--- config.mk ---
export PLATFORM = sky130hd
export DESIGN_NAME = macc_top
export DESIGN_NICKNAME = d
export VERILOG_FILES = /design/src/macc_pkg.sv /design/src/mem_wr_if.sv /design/src/unit_cfg_if.sv /design/src/macc_top.sv /design/src/signal_mul_add.sv /design/src/operand_mem.sv /design/src/addr_gen.sv /design/src/run_ctrl_fsm.sv /design/src/axil_cfg_regs.sv
export SDC_FILE = /design/constraint.sdc
export NUM_CORES = 2
export LEC_CHECK = 0
export BUFFER_PORTS_ARGS = -buffer_cell sky130_fd_sc_hd__clkbuf_2
export CAP_MARGIN = 20
export CORE_ASPECT_RATIO = 0.75
export CORE_MARGIN = 2
export CORE_UTILIZATION = 40
export DETAILED_ROUTE_END_ITERATION = 10
export GPL_ROUTABILITY_DRIVEN = 0
export GPL_TIMING_DRIVEN = 1
export PLACE_DENSITY = 0.57
export SETUP_SLACK_MARGIN = 0.4
export SLEW_MARGIN = 20
export SYNTH_ARGS = -nofsm -noshare
export SYNTH_HDL_FRONTEND = slang
export SYNTH_SLANG_ARGS = --single-unit
--- constraint.sdc ---
create_clock -name clk -period 8.6 [get_ports clk]
set_clock_uncertainty 0.1 [all_clocks]
set_input_delay 2.58 -clock clk [delete_from_list [all_inputs] [get_ports clk]]
set_output_delay 2.58 -clock clk [all_outputs]
set_load 0.05 [all_outputs]
--- src/macc_pkg.sv ---
package macc_pkg;

   // register byte addresses
   localparam logic [11:0] REG_CFG    = 12'h000;
   localparam logic [11:0] REG_STATUS = 12'h004;
   localparam logic [11:0] REG_RESULT = 12'h008;

   // operand memory windows, one 32-bit word per entry
   localparam logic [11:0] MEM_A_BASE = 12'h100;
   localparam logic [11:0] MEM_B_BASE = 12'h200;

   typedef enum logic {
      MACC_ADD = 1'b0,
      MACC_SUB = 1'b1
   } macc_op_e;

   // field view of the configuration word
   typedef struct packed {
      logic [15:0] amount;
      logic [12:0] reserved;
      macc_op_e    op;
      logic        clear;
      logic        start;
   } cfg_fields_t;

   typedef union packed {
      logic [31:0] raw;
      cfg_fields_t f;
   } cfg_word_u;

endpackage
--- src/mem_wr_if.sv ---
interface mem_wr_if #(
   parameter int DATA_W    = 32,
   parameter int MEM_DEPTH = 16
);
   localparam int AW = $clog2(MEM_DEPTH);

   // one enable per operand memory, shared address and data
   logic              we_a;
   logic              we_b;
   logic [AW-1:0]     addr;
   logic [DATA_W-1:0] data;

   modport host (output we_a, we_b, addr, data);
   modport mem (input we_a, we_b, addr, data);

endinterface

--- src/unit_cfg_if.sv ---
interface unit_cfg_if;
   import macc_pkg::*;

   // set by the register block
   logic        start;
   logic        clear;
   macc_op_e    op;
   logic [15:0] amount;

   // run sequencing
   logic        run;
   logic        running;
   logic        capture;

   // from the arithmetic unit
   logic        done;

   modport regs (output start, clear, op, amount, input capture, running);
   modport ctrl (input start, done, output run, running, capture);
   modport unit (input run, clear, op, amount, output done);

endinterface

--- src/macc_top.sv ---
module macc_top #(
   parameter int DATA_W       = 32,
   parameter int MEM_DEPTH    = 16,
   parameter int READ_LATENCY = 1
) (
   input  logic              clk,
   input  logic              rst,

   input  logic [11:0]       awaddr,
   input  logic              awvalid,
   output logic              awready,
   input  logic [DATA_W-1:0] wdata,
   input  logic              wvalid,
   output logic              wready,
   output logic [1:0]        bresp,
   output logic              bvalid,
   input  logic              bready,
   input  logic [11:0]       araddr,
   input  logic              arvalid,
   output logic              arready,
   output logic [DATA_W-1:0] rdata,
   output logic [1:0]        rresp,
   output logic              rvalid,
   input  logic              rready
);

   unit_cfg_if ucfg ();
   mem_wr_if #(.DATA_W(DATA_W), .MEM_DEPTH(MEM_DEPTH)) mwr ();

   // read path
   logic [$clog2(MEM_DEPTH)-1:0] rd_addr;
   logic                         rd_en;
   logic [DATA_W-1:0]            rd_data_a;
   logic [DATA_W-1:0]            rd_data_b;
   logic [DATA_W-1:0]            result;

   axil_cfg_regs #(.DATA_W(DATA_W), .MEM_DEPTH(MEM_DEPTH)) regs0 (
      .clk     (clk),
      .rst     (rst),
      .awaddr  (awaddr),
      .awvalid (awvalid),
      .awready (awready),
      .wdata   (wdata),
      .wvalid  (wvalid),
      .wready  (wready),
      .bresp   (bresp),
      .bvalid  (bvalid),
      .bready  (bready),
      .araddr  (araddr),
      .arvalid (arvalid),
      .arready (arready),
      .rdata   (rdata),
      .rresp   (rresp),
      .rvalid  (rvalid),
      .rready  (rready),
      .cfg     (ucfg.regs),
      .wr      (mwr.host),
      .result  (result)
   );

   run_ctrl_fsm ctrl0 (.clk(clk), .rst(rst), .ctrl(ucfg.ctrl));

   addr_gen #(.MEM_DEPTH(MEM_DEPTH)) agen0 (
      .clk     (clk),
      .rst     (rst),
      .run     (ucfg.run),
      .amount  (ucfg.amount),
      .rd_addr (rd_addr),
      .rd_en   (rd_en)
   );

   operand_mem #(.DATA_W(DATA_W), .MEM_DEPTH(MEM_DEPTH)) mem_a (
      .clk(clk), .wr(mwr.mem), .sel_b(1'b0),
      .rd_en(rd_en), .rd_addr(rd_addr), .rd_data(rd_data_a)
   );

   operand_mem #(.DATA_W(DATA_W), .MEM_DEPTH(MEM_DEPTH)) mem_b (
      .clk(clk), .wr(mwr.mem), .sel_b(1'b1),
      .rd_en(rd_en), .rd_addr(rd_addr), .rd_data(rd_data_b)
   );

   signal_mul_add #(.DATA_W(DATA_W), .READ_LATENCY(READ_LATENCY)) mac0 (
      .clk    (clk),
      .rst    (rst),
      .unit   (ucfg.unit),
      .in0    (rd_data_a),
      .in1    (rd_data_b),
      .result (result)
   );

endmodule

--- src/signal_mul_add.sv ---
module signal_mul_add #(
   parameter int DATA_W       = 32,
   parameter int READ_LATENCY = 1
) (
   input  logic              clk,
   input  logic              rst,
   unit_cfg_if.unit          unit,
   input  logic [DATA_W-1:0] in0,
   input  logic [DATA_W-1:0] in1,
   output logic [DATA_W-1:0] result
);
   import macc_pkg::*;

   // memory read, operand register and product register
   localparam int DELAY  = READ_LATENCY + 2;
   localparam int DLY_W  = $clog2(DELAY + 1);

   logic [DLY_W-1:0]          delay;
   logic [15:0]               to_process;
   logic signed [DATA_W-1:0]  in0_q;
   logic signed [DATA_W-1:0]  in1_q;
   logic signed [2*DATA_W-1:0] product_q;
   logic signed [2*DATA_W-1:0] acc;

   always_ff @(posedge clk or posedge rst) begin
      if (rst) begin
         unit.done  <= 1'b1;
         delay      <= '0;
         to_process <= '0;
      end else if (unit.run) begin
         unit.done  <= 1'b0;
         delay      <= DLY_W'(DELAY);
         to_process <= '0;
      end else if (delay != '0) begin
         delay <= delay - 1'b1;
         // first product arrives on the next cycle
         if (delay == DLY_W'(1)) begin
            to_process <= unit.amount;
            if (unit.amount == 16'd0)
               unit.done <= 1'b1;
         end
      end else if (!unit.done) begin
         to_process <= to_process - 16'd1;
         if (to_process == 16'd1)
            unit.done <= 1'b1;
      end
   end

   // operand and product pipeline
   always_ff @(posedge clk) begin
      in0_q     <= in0;
      in1_q     <= in1;
      product_q <= in0_q * in1_q;
      result    <= acc[DATA_W-1:0];
   end

   always_ff @(posedge clk or posedge rst) begin
      if (rst) begin
         acc <= '0;
      end else if (unit.clear) begin
         acc <= '0;
      end else if (to_process != 16'd0) begin
         if (unit.op == MACC_ADD)
            acc <= acc + product_q;
         else
            acc <= acc - product_q;
      end
   end

endmodule

--- src/operand_mem.sv ---
module operand_mem #(
   parameter int DATA_W    = 32,
   parameter int MEM_DEPTH = 16
) (
   input  logic                         clk,
   mem_wr_if.mem                        wr,
   input  logic                         sel_b,
   input  logic                         rd_en,
   input  logic [$clog2(MEM_DEPTH)-1:0] rd_addr,
   output logic [DATA_W-1:0]            rd_data
);

   logic [DATA_W-1:0] mem [MEM_DEPTH];
   logic              we;

   // pick this instance's write enable
   assign we = sel_b ? wr.we_b : wr.we_a;

   always_ff @(posedge clk) begin
      if (we)
         mem[wr.addr] <= wr.data;
      // registered read
      if (rd_en)
         rd_data <= mem[rd_addr];
   end

endmodule

--- src/addr_gen.sv ---
module addr_gen #(
   parameter int MEM_DEPTH = 16
) (
   input  logic                         clk,
   input  logic                         rst,
   input  logic                         run,
   input  logic [15:0]                  amount,
   output logic [$clog2(MEM_DEPTH)-1:0] rd_addr,
   output logic                         rd_en
);

   // reads still to issue, including the current one
   logic [15:0] remaining;

   always_ff @(posedge clk or posedge rst) begin
      if (rst) begin
         remaining <= '0;
         rd_en     <= 1'b0;
         rd_addr   <= '0;
      end else if (run) begin
         remaining <= amount;
         rd_en     <= (amount != 16'd0);
         rd_addr   <= '0;
      end else if (remaining != 16'd0) begin
         remaining <= remaining - 16'd1;
         rd_en     <= (remaining > 16'd1);
         // wraps past MEM_DEPTH
         rd_addr   <= rd_addr + 1'b1;
      end
   end

endmodule

--- src/run_ctrl_fsm.sv ---
module run_ctrl_fsm (
   input  logic     clk,
   input  logic     rst,
   unit_cfg_if.ctrl ctrl
);

   typedef enum logic [1:0] {
      IDLE,
      RUN,
      DRAIN
   } state_e;

   state_e state;
   logic   drain_cnt;

   always_ff @(posedge clk or posedge rst) begin
      if (rst) begin
         state        <= IDLE;
         drain_cnt    <= 1'b0;
         ctrl.run     <= 1'b0;
         ctrl.running <= 1'b0;
         ctrl.capture <= 1'b0;
      end else begin
         ctrl.run     <= 1'b0;
         ctrl.capture <= 1'b0;
         case (state)
            IDLE: begin
               if (ctrl.start) begin
                  state        <= RUN;
                  ctrl.run     <= 1'b1;
                  ctrl.running <= 1'b1;
               end
            end
            RUN: begin
               // done is still high from the last run while run is asserted
               if (!ctrl.run && ctrl.done) begin
                  state     <= DRAIN;
                  drain_cnt <= 1'b1;
               end
            end
            DRAIN: begin
               // two cycles for the result register to settle
               if (drain_cnt == 1'b0) begin
                  state        <= IDLE;
                  ctrl.capture <= 1'b1;
                  ctrl.running <= 1'b0;
               end else begin
                  drain_cnt <= 1'b0;
               end
            end
            default: state <= IDLE;
         endcase
      end
   end

endmodule

--- src/axil_cfg_regs.sv ---
module axil_cfg_regs #(
   parameter int DATA_W    = 32,
   parameter int MEM_DEPTH = 16
) (
   input  logic              clk,
   input  logic              rst,

   input  logic [11:0]       awaddr,
   input  logic              awvalid,
   output logic              awready,
   input  logic [DATA_W-1:0] wdata,
   input  logic              wvalid,
   output logic              wready,
   output logic [1:0]        bresp,
   output logic              bvalid,
   input  logic              bready,
   input  logic [11:0]       araddr,
   input  logic              arvalid,
   output logic              arready,
   output logic [DATA_W-1:0] rdata,
   output logic [1:0]        rresp,
   output logic              rvalid,
   input  logic              rready,

   unit_cfg_if.regs          cfg,
   mem_wr_if.host            wr,
   input  logic [DATA_W-1:0] result
);
   import macc_pkg::*;

   localparam int AW = $clog2(MEM_DEPTH);
   localparam logic [11:0] WIN_BYTES = 12'(MEM_DEPTH * 4);

   logic              wr_ready;
   logic              wr_fire;
   logic              rd_fire;
   cfg_word_u         wr_cfg;
   cfg_word_u         cfg_masked;
   cfg_word_u         cfg_reg;
   logic              status_done;
   logic [DATA_W-1:0] result_reg;
   logic [11:0]       offs_a;
   logic [11:0]       offs_b;
   logic              hit_a;
   logic              hit_b;
   logic [DATA_W-1:0] rd_word;

   // awready and wready rise together
   assign awready = wr_ready;
   assign wready  = wr_ready;
   assign bresp   = 2'b00;
   assign rresp   = 2'b00;

   assign wr_fire = wr_ready && awvalid && wvalid;
   assign rd_fire = arready && arvalid;

   // memory window decode
   assign offs_a = awaddr - MEM_A_BASE;
   assign offs_b = awaddr - MEM_B_BASE;
   assign hit_a  = (awaddr >= MEM_A_BASE) && (offs_a < WIN_BYTES);
   assign hit_b  = (awaddr >= MEM_B_BASE) && (offs_b < WIN_BYTES);

   // pulse bits never stay in the stored word
   always_comb begin
      wr_cfg.raw          = 32'(wdata);
      cfg_masked          = wr_cfg;
      cfg_masked.f.start  = 1'b0;
      cfg_masked.f.clear  = 1'b0;
   end

   assign cfg.op     = cfg_reg.f.op;
   assign cfg.amount = cfg_reg.f.amount;

   always_comb begin
      case (araddr)
         REG_CFG:    rd_word = DATA_W'(cfg_reg.raw);
         REG_STATUS: rd_word = {{(DATA_W-2){1'b0}}, cfg.running, status_done};
         REG_RESULT: rd_word = result_reg;
         // memory windows read back as zero
         default:    rd_word = '0;
      endcase
   end

   always_ff @(posedge clk or posedge rst) begin
      if (rst) begin
         wr_ready    <= 1'b0;
         bvalid      <= 1'b0;
         arready     <= 1'b0;
         rvalid      <= 1'b0;
         cfg.start   <= 1'b0;
         cfg.clear   <= 1'b0;
         wr.we_a     <= 1'b0;
         wr.we_b     <= 1'b0;
         cfg_reg.raw <= '0;
         status_done <= 1'b0;
         result_reg  <= '0;
      end else begin
         cfg.start <= 1'b0;
         cfg.clear <= 1'b0;
         wr.we_a   <= 1'b0;
         wr.we_b   <= 1'b0;

         // write channel, one transaction at a time
         wr_ready <= !wr_ready && awvalid && wvalid && !bvalid;
         if (wr_fire) begin
            bvalid <= 1'b1;
            if (awaddr == REG_CFG) begin
               cfg_reg   <= cfg_masked;
               cfg.start <= wr_cfg.f.start;
               cfg.clear <= wr_cfg.f.clear;
               if (wr_cfg.f.start)
                  status_done <= 1'b0;
            end
            wr.we_a <= hit_a;
            wr.we_b <= hit_b;
         end else if (bvalid && bready) begin
            bvalid <= 1'b0;
         end

         // read channel
         arready <= !arready && arvalid && !rvalid;
         if (rd_fire)
            rvalid <= 1'b1;
         else if (rvalid && rready)
            rvalid <= 1'b0;

         if (cfg.capture) begin
            status_done <= 1'b1;
            result_reg  <= result;
         end
      end
   end

   // write payload and read data
   always_ff @(posedge clk) begin
      if (wr_fire) begin
         wr.addr <= hit_b ? offs_b[AW+1:2] : offs_a[AW+1:2];
         wr.data <= wdata;
      end
      if (rd_fire)
         rdata <= rd_word;
   end

endmodule

After elaboration in Yosys (flattened, before gate mapping)

Memory sizes are Yosys's and may differ from the RTL's. A register that Yosys moved wholly into a read port is not among the register bits.
Cells that the tools add are included.

Add/sub/neg operators: 8
Multipliers: 1
Order comparisons: 5
Equal/unequal tests: 12
Mux-type cells: 54
Reduce and logical (&&, ||, !) cells: 43

Operator list:

| operator                                                       | count |
|---|---|
| two-way mux 64 bit                                             | 3 |
| two-way mux 16 bit                                             | 6 |
| case mux 32 bit (3 select lines)                               | 1 |
| adder 64 bit                                                   | 1 |
| multiplier 32 x 32 -> 64 bit                                   | 1 |
| subtractor 64 bit                                              | 1 |
| nonzero test 16 bit                                            | 3 |
| two-way mux 1 bit                                              | 33 |
| subtractor 16 x 1 -> 16 bit, second input constant             | 2 |
| zero test 12 bit                                               | 2 |
| < comparator 12 x 7 -> 1 bit, second input constant            | 2 |
| nonzero test 2 bit                                             | 11 |
| equality test 16 x 1 -> 1 bit, second input constant           | 1 |
| greater-than comparator 16 x 1 -> 1 bit, second input constant | 1 |
| zero test 16 bit                                               | 1 |
| logical AND 1 bit                                              | 13 |
| equality test 12 x 3 -> 1 bit, second input constant           | 1 |
| equality test 12 x 4 -> 1 bit, second input constant           | 1 |
| >= comparator 12 x 10 -> 1 bit, second input constant          | 1 |
| >= comparator 12 x 9 -> 1 bit, second input constant           | 1 |
| two-way mux 4 bit                                              | 3 |
| subtractor 12 x 10 -> 12 bit, second input constant            | 1 |
| subtractor 12 x 9 -> 12 bit, second input constant             | 1 |
| two-way mux 2 bit                                              | 5 |
| other kinds (13)                                               | 27 |

Bits in registers: 409
Memory bits (writable): 1,024
Output and inout port bits: 41
Memories: 2

Memory list:

| memory    | words | bits a word | read ports | clocked after Yosys merged registers in | wr ports | RTL line          | RTL |
|---|---|---|---|---|---|---|---|
| mem_a.mem | 16    | 32          | 1          | 1                                       | 1        | operand_mem.sv:13 | `logic [DATA_W-1:0] mem [MEM_DEPTH];` |
| mem_b.mem | 16    | 32          | 1          | 1                                       | 1        | operand_mem.sv:13 |  |

Depth between registers and ports, before layout

Depth in word-level cells: 5
Depth in mapped cells: 28

Modules after synthesis

Synthesis repeated with hierarchy kept, for this count alone.

Cells, all modules: 4,753
Area total of the unflattened synthesis: 70,935.5 um^2

By module, submodules not included:

| module              | instances | cells an instance | area each (um^2) |
|---|---|---|---|
| signal_mul_add      | 1         | 2,561             | 23,565.1 |
| operand_mem (mem_b) | 1         | 839               | 20,168.1 |
| operand_mem (mem_a) | 1         | 839               | 20,166.8 |
| axil_cfg_regs       | 1         | 342               | 5,449.0 |
| addr_gen            | 1         | 147               | 1,342.5 |
| run_ctrl_fsm        | 1         | 23                | 236.5 |
| macc_top            | 1         | 2                 | 7.5 |

Least setup slack after synthesis

No wires, ideal clock.

Path kind: register -> register
From: register mac0.in1_q[2]
To: register mac0.product_q[31]
Setup time: 0.121 ns
Data arrival time: 6.784 ns
Slack: 1.595 ns
Cell stages (with the launch flop): 27
Path through: dfxtp_1 clkbuf_1 clkbuf_1 nand2_1 fa_1 inv_1 fa_1 inv_1 fa_1 fa_1 inv_1 fa_1 inv_1 fa_1 inv_1 fa_1 inv_1 fa_1 inv_1 ha_1 inv_1 nor4b_1 o41a_1 a21oi_1 o41ai_1 a31oi_1 xnor2_1

Word-level cells in the longest chain between the ends: 1

RTL lines:

| item                         | RTL line             | RTL |
|---|---|---|
| start, declared              | signal_mul_add.sv:21 | `logic signed [DATA_W-1:0] in1_q;` |
| start signal, assigned       | signal_mul_add.sv:52 | `in1_q <= in1;` |
| multiplier 32 x 32 -> 64 bit | signal_mul_add.sv:53 | `product_q <= in0_q * in1_q;` |
| end signal, assigned         | signal_mul_add.sv:53 |  |
| end, declared                | signal_mul_add.sv:22 | `logic signed [2*DATA_W-1:0] product_q;` |

Every way passes these cells.
A chain may end at the register's enable or synchronous reset.

Worst setup path in the final report

From: register mac0.in0_q[4]
To: register mac0.product_q[31]

Word-level cells in the longest chain between the ends: 1

RTL lines:

| item                         | RTL line             | RTL |
|---|---|---|
| start, declared              | signal_mul_add.sv:20 | `logic signed [DATA_W-1:0] in0_q;` |
| start signal, assigned       | signal_mul_add.sv:51 | `in0_q <= in0;` |
| multiplier 32 x 32 -> 64 bit | signal_mul_add.sv:53 |  |

Every way passes these cells.

==> results.py <==
metrics = {
    "die": {
        "die_y_um": 369.4,
        "initial_core_util": 0.4014,
        "dieArea_um2": 181400,
        "fp.coreArea_um2": 177400,
        "die_x_um": 491.2,
        "rows": 134,
        "num_io_pins": 104,
    },
    "synth": {
        "netlist_instances": 5029,
        "seq_area_frac_synth": 0.5758,
        "yosys_register_bits": 1433,
        "synth_edf_count": 1156,
        "yosysWarnings": 0,
        "netlist_area_um2": 71210,
        "postSynthAreaPerCell_um2": 14.16,
        "yosysUniqueCellTypes": 74,
        "async_reset_ff_frac": 0.1040,
        "synthFlopType": "edfxtp_1",
    },
    "finish": {
        "layout-drive-gt1-share": 0.1354,
        "top_regs": "mem_a.mem: 512 flops, mem_b.mem: 512 flops",
        "fin_area_um2": 79430,
        "final_cell_mix": "edfxtp_1 (1156), inv_1 (494), fa_1 (409)",
        "area_delta_synth_final_pct": 11.55,
        "nNetsFinal": 5794,
        "final_common_cell": "edfxtp_1",
        "fill_cells": 15990,
        "stdcell_count": 7624,
    },
    "global_routing": {
        "grt_pass1_wl_um": 287300,
        "overflow": 0,
        "grt_antenna_before_repair": 10,
        "grt.total_usage": 0.2165,
        "grt_pass1_vias": 40840,
        "grt_max_degree": 118,
    },
    "flow_run": {
        "drv_cap": 0,
    },
    "sta": {
        "period_minus_slack_ns": 7.681,
        "maxSlewHeadroom": 0.2244,
        "final-hold-violation-count": 0,
        "rsz0062_at_grt": "false",
        "drv_slew": 0,
        "worst_pin_slew_ns": 1.155,
        "setup_tns_ns": 0,
        "finalSetupViolCount": 0,
        "finalCritPeriodShare": 0.8931,
        "timing.fmax_mhz": 130.2,
    },
    "clock_network": {
        "cts_buffer_depth": 3,
        "clockRootBuffer": "clkbuf_16",
        "hold_buffers": 0,
        "cts_tree": "done",
        "cts_buffers": 141,
        "cts_resized": 0,
        "cts_setup_buffers": 0,
        "clk_pin_slew_ns": 0.06,
        "insertion_delay_ns": 0.80,
        "cts.sinks": 1433,
        "htree_levels": 4,
    },
    "run_status": {
        "status": "finished clean",
    },
    "setup_path": {
        "start_kind": "register",
        "setup.worst_path.end_class": "register",
        "criticalPathCategory": "register to register",
        "worst-endpoint-required_ns": 9.14,
        "cp_max_fo": 16,
        "cp.arrival_ns": 8.22,
    },
    "drt": {
        "drtIter0Drc": 4338,
        "drc": 0,
        "routed_wirelength_um": 195900,
        "routed_via_density": 5.436,
        "num_vias": 41446,
        "dr.pass1.iters": 7,
        "wire_per_inst_um": 25.70,
        "ant_nets": 0,
    },
    "power_and_ir_drop": {
        "pwr-share-seq": 0.503,
        "pwr-share-comb": 0.105,
        "p_per_area_nw_per_um2": 196.5,
        "switching_share": 0.2504,
        "total_power_mw": 15.61,
        "vdd_ir_drop_max_mv": 0.1786,
        "p_switching_mw": 3.908,
        "intPower_mw": 11.70,
        "p_clk_frac": 0.392,
        "cellLeakagePower_nw": 29.36,
    },
    "placed_design": {
        "placedCellCount": 7363,
        "placed_area_um2": 74800,
        "dp_hpwl_um": 126900,
        "port_buffers": 99,
    },
    "hold_path": {
        "min_path_type": "register to register",
    },
}
-- kinds of logic after synthesis --
logic type / count (synthesis) / share of synthesized area
flops: 1433 / 0.5758
simple gates: 1016 / 0.07294
buf+inv: 740 / 0.03946
compound gates: 641 / 0.05688
fa+ha+maj: 600 / 0.1485
mux: 454 / 0.08857
xor+xnor: 144 / 0.01771
other cells: 1 / 0.00005266
-- critical path, stage by stage, from the launching register on --
cell and delay [ns]:
dfxtp_1 0.88, buf_4 0.39, and2_1 0.19, fa_1 0.46, fa_1 0.42, inv_1 0.09, fa_1 0.40, fa_1 0.49
inv_1 0.04, ha_1 0.26, ha_1 0.20, fa_1 0.51, inv_1 0.05, fa_1 0.47, inv_1 0.04, ha_1 0.38
o21ai_0 0.16, a22oi_1 0.41, nor4b_1 0.38, o41a_1 0.20, a21oi_1 0.09, o41ai_1 0.60, a31oi_1 0.20, xnor2_1 0.15
-- cells in the mapped netlist (all sizes together) (6+ instances only) --
master	instances	area, um2
a221oi	65	569.3
a31oi	13	81.33
buf	49	216.5
o21a	11	82.58
fa	409	8188
o21ai	215	1076
nand2	325	1220
ha	191	2390
xnor2	114	998.5
nor3	54	275.3
mux2	129	1453
a22o	30	262.8
mux4	128	2883
nor2b	16	100.1
a21oi	151	755.7
and2	348	2177
clkbuf	194	728.2
nor2	132	495.5
a22oi	70	525.5
and3	14	87.58
nor4	18	112.6
dfxtp	128	2562
a21o	27	202.7
or4	8	63.81
mux2i	197	1972
a211oi	16	120.1
xor2	30	262.8
nand2b	16	100.1
nand3	38	195.2
o21bai	6	48.80
inv	496	1862
nand4	6	37.54
edfxtp	1156	34710
dfrtp	148	3704
or3	14	87.58
-- area by class of cell --
class                   count  area, um2  area share
diodes                      1      2.502  0.00003150
clock buffers             185       3797     0.04781
clock inverters            70      748.2    0.009420
inverters                 497       1871     0.02355
multi-input cells        2859      27670      0.3483
flip-flops and latches   1433      41020      0.5165
well taps                2380       2978     0.03749
repair buffers            199       1346     0.01695
-- through the flow --
step / util / hold slack (ns) / setup WS (ns)
floorplan: - / 0.2233 / 1.595
global placement: 0.4217 / 0.2249 / 1.046
detailed placement: 0.4217 / 0.2288 / 0.9138
CTS: 0.4473 / 0.2429 / 0.9027
global route: 0.4478 / 0.2496 / 0.5130
finish: 0.4478 / 0.2419 / 0.9195
-- metal layers --
layer	GRT usage	vias up	part of all wire
li1	-	18039	-
met4	0.04651	2	0.019
met2	0.3044	1374	0.42
met3	0.04051	196	0.076
met5	0	-	0.000061
met1	0.3448	21835	0.49
-- power by group through the flow --
| stage | sequential, mW | clock (mW) | combinational, mW |
|---|---|---|---|
| after global placement | 8.00 | 0 | 1.58 |
| after CTS | 7.86 | 6.23 | 1.61 |
| after detailed placement | 8.00 | 0 | 1.59 |
| final | 7.86 | 6.12 | 1.63 |
| after global routing | 7.88 | 6.49 | 1.84 |
| after floorplan | 7.92 | 0 | 1.18 |
-- path summary, 6_finish.rpt --
kind                                       startpoint                             to  slack [ns]  cells past startpoint
min in group asynchronous                         rst  regs0.cfg_reg[26]$_DFFE_PP0P_        1.84                      2
min                        mem_b.rd_data[0]$_DFFE_PP_          mac0.in1_q[0]$_DFF_P_        0.24                      0
max                             mac0.in0_q[4]$_DFF_P_     mac0.product_q[31]$_DFF_P_        0.92                     23
max in group asynchronous                         rst   regs0.cfg_reg[2]$_DFFE_PP0P_        5.30                      3
min reg2reg                mem_b.rd_data[0]$_DFFE_PP_          mac0.in1_q[0]$_DFF_P_        0.24                      0
max reg2reg                     mac0.in0_q[4]$_DFF_P_     mac0.product_q[31]$_DFF_P_        0.92                     23
Note: power is estimated with default switching activity, not from simulation.
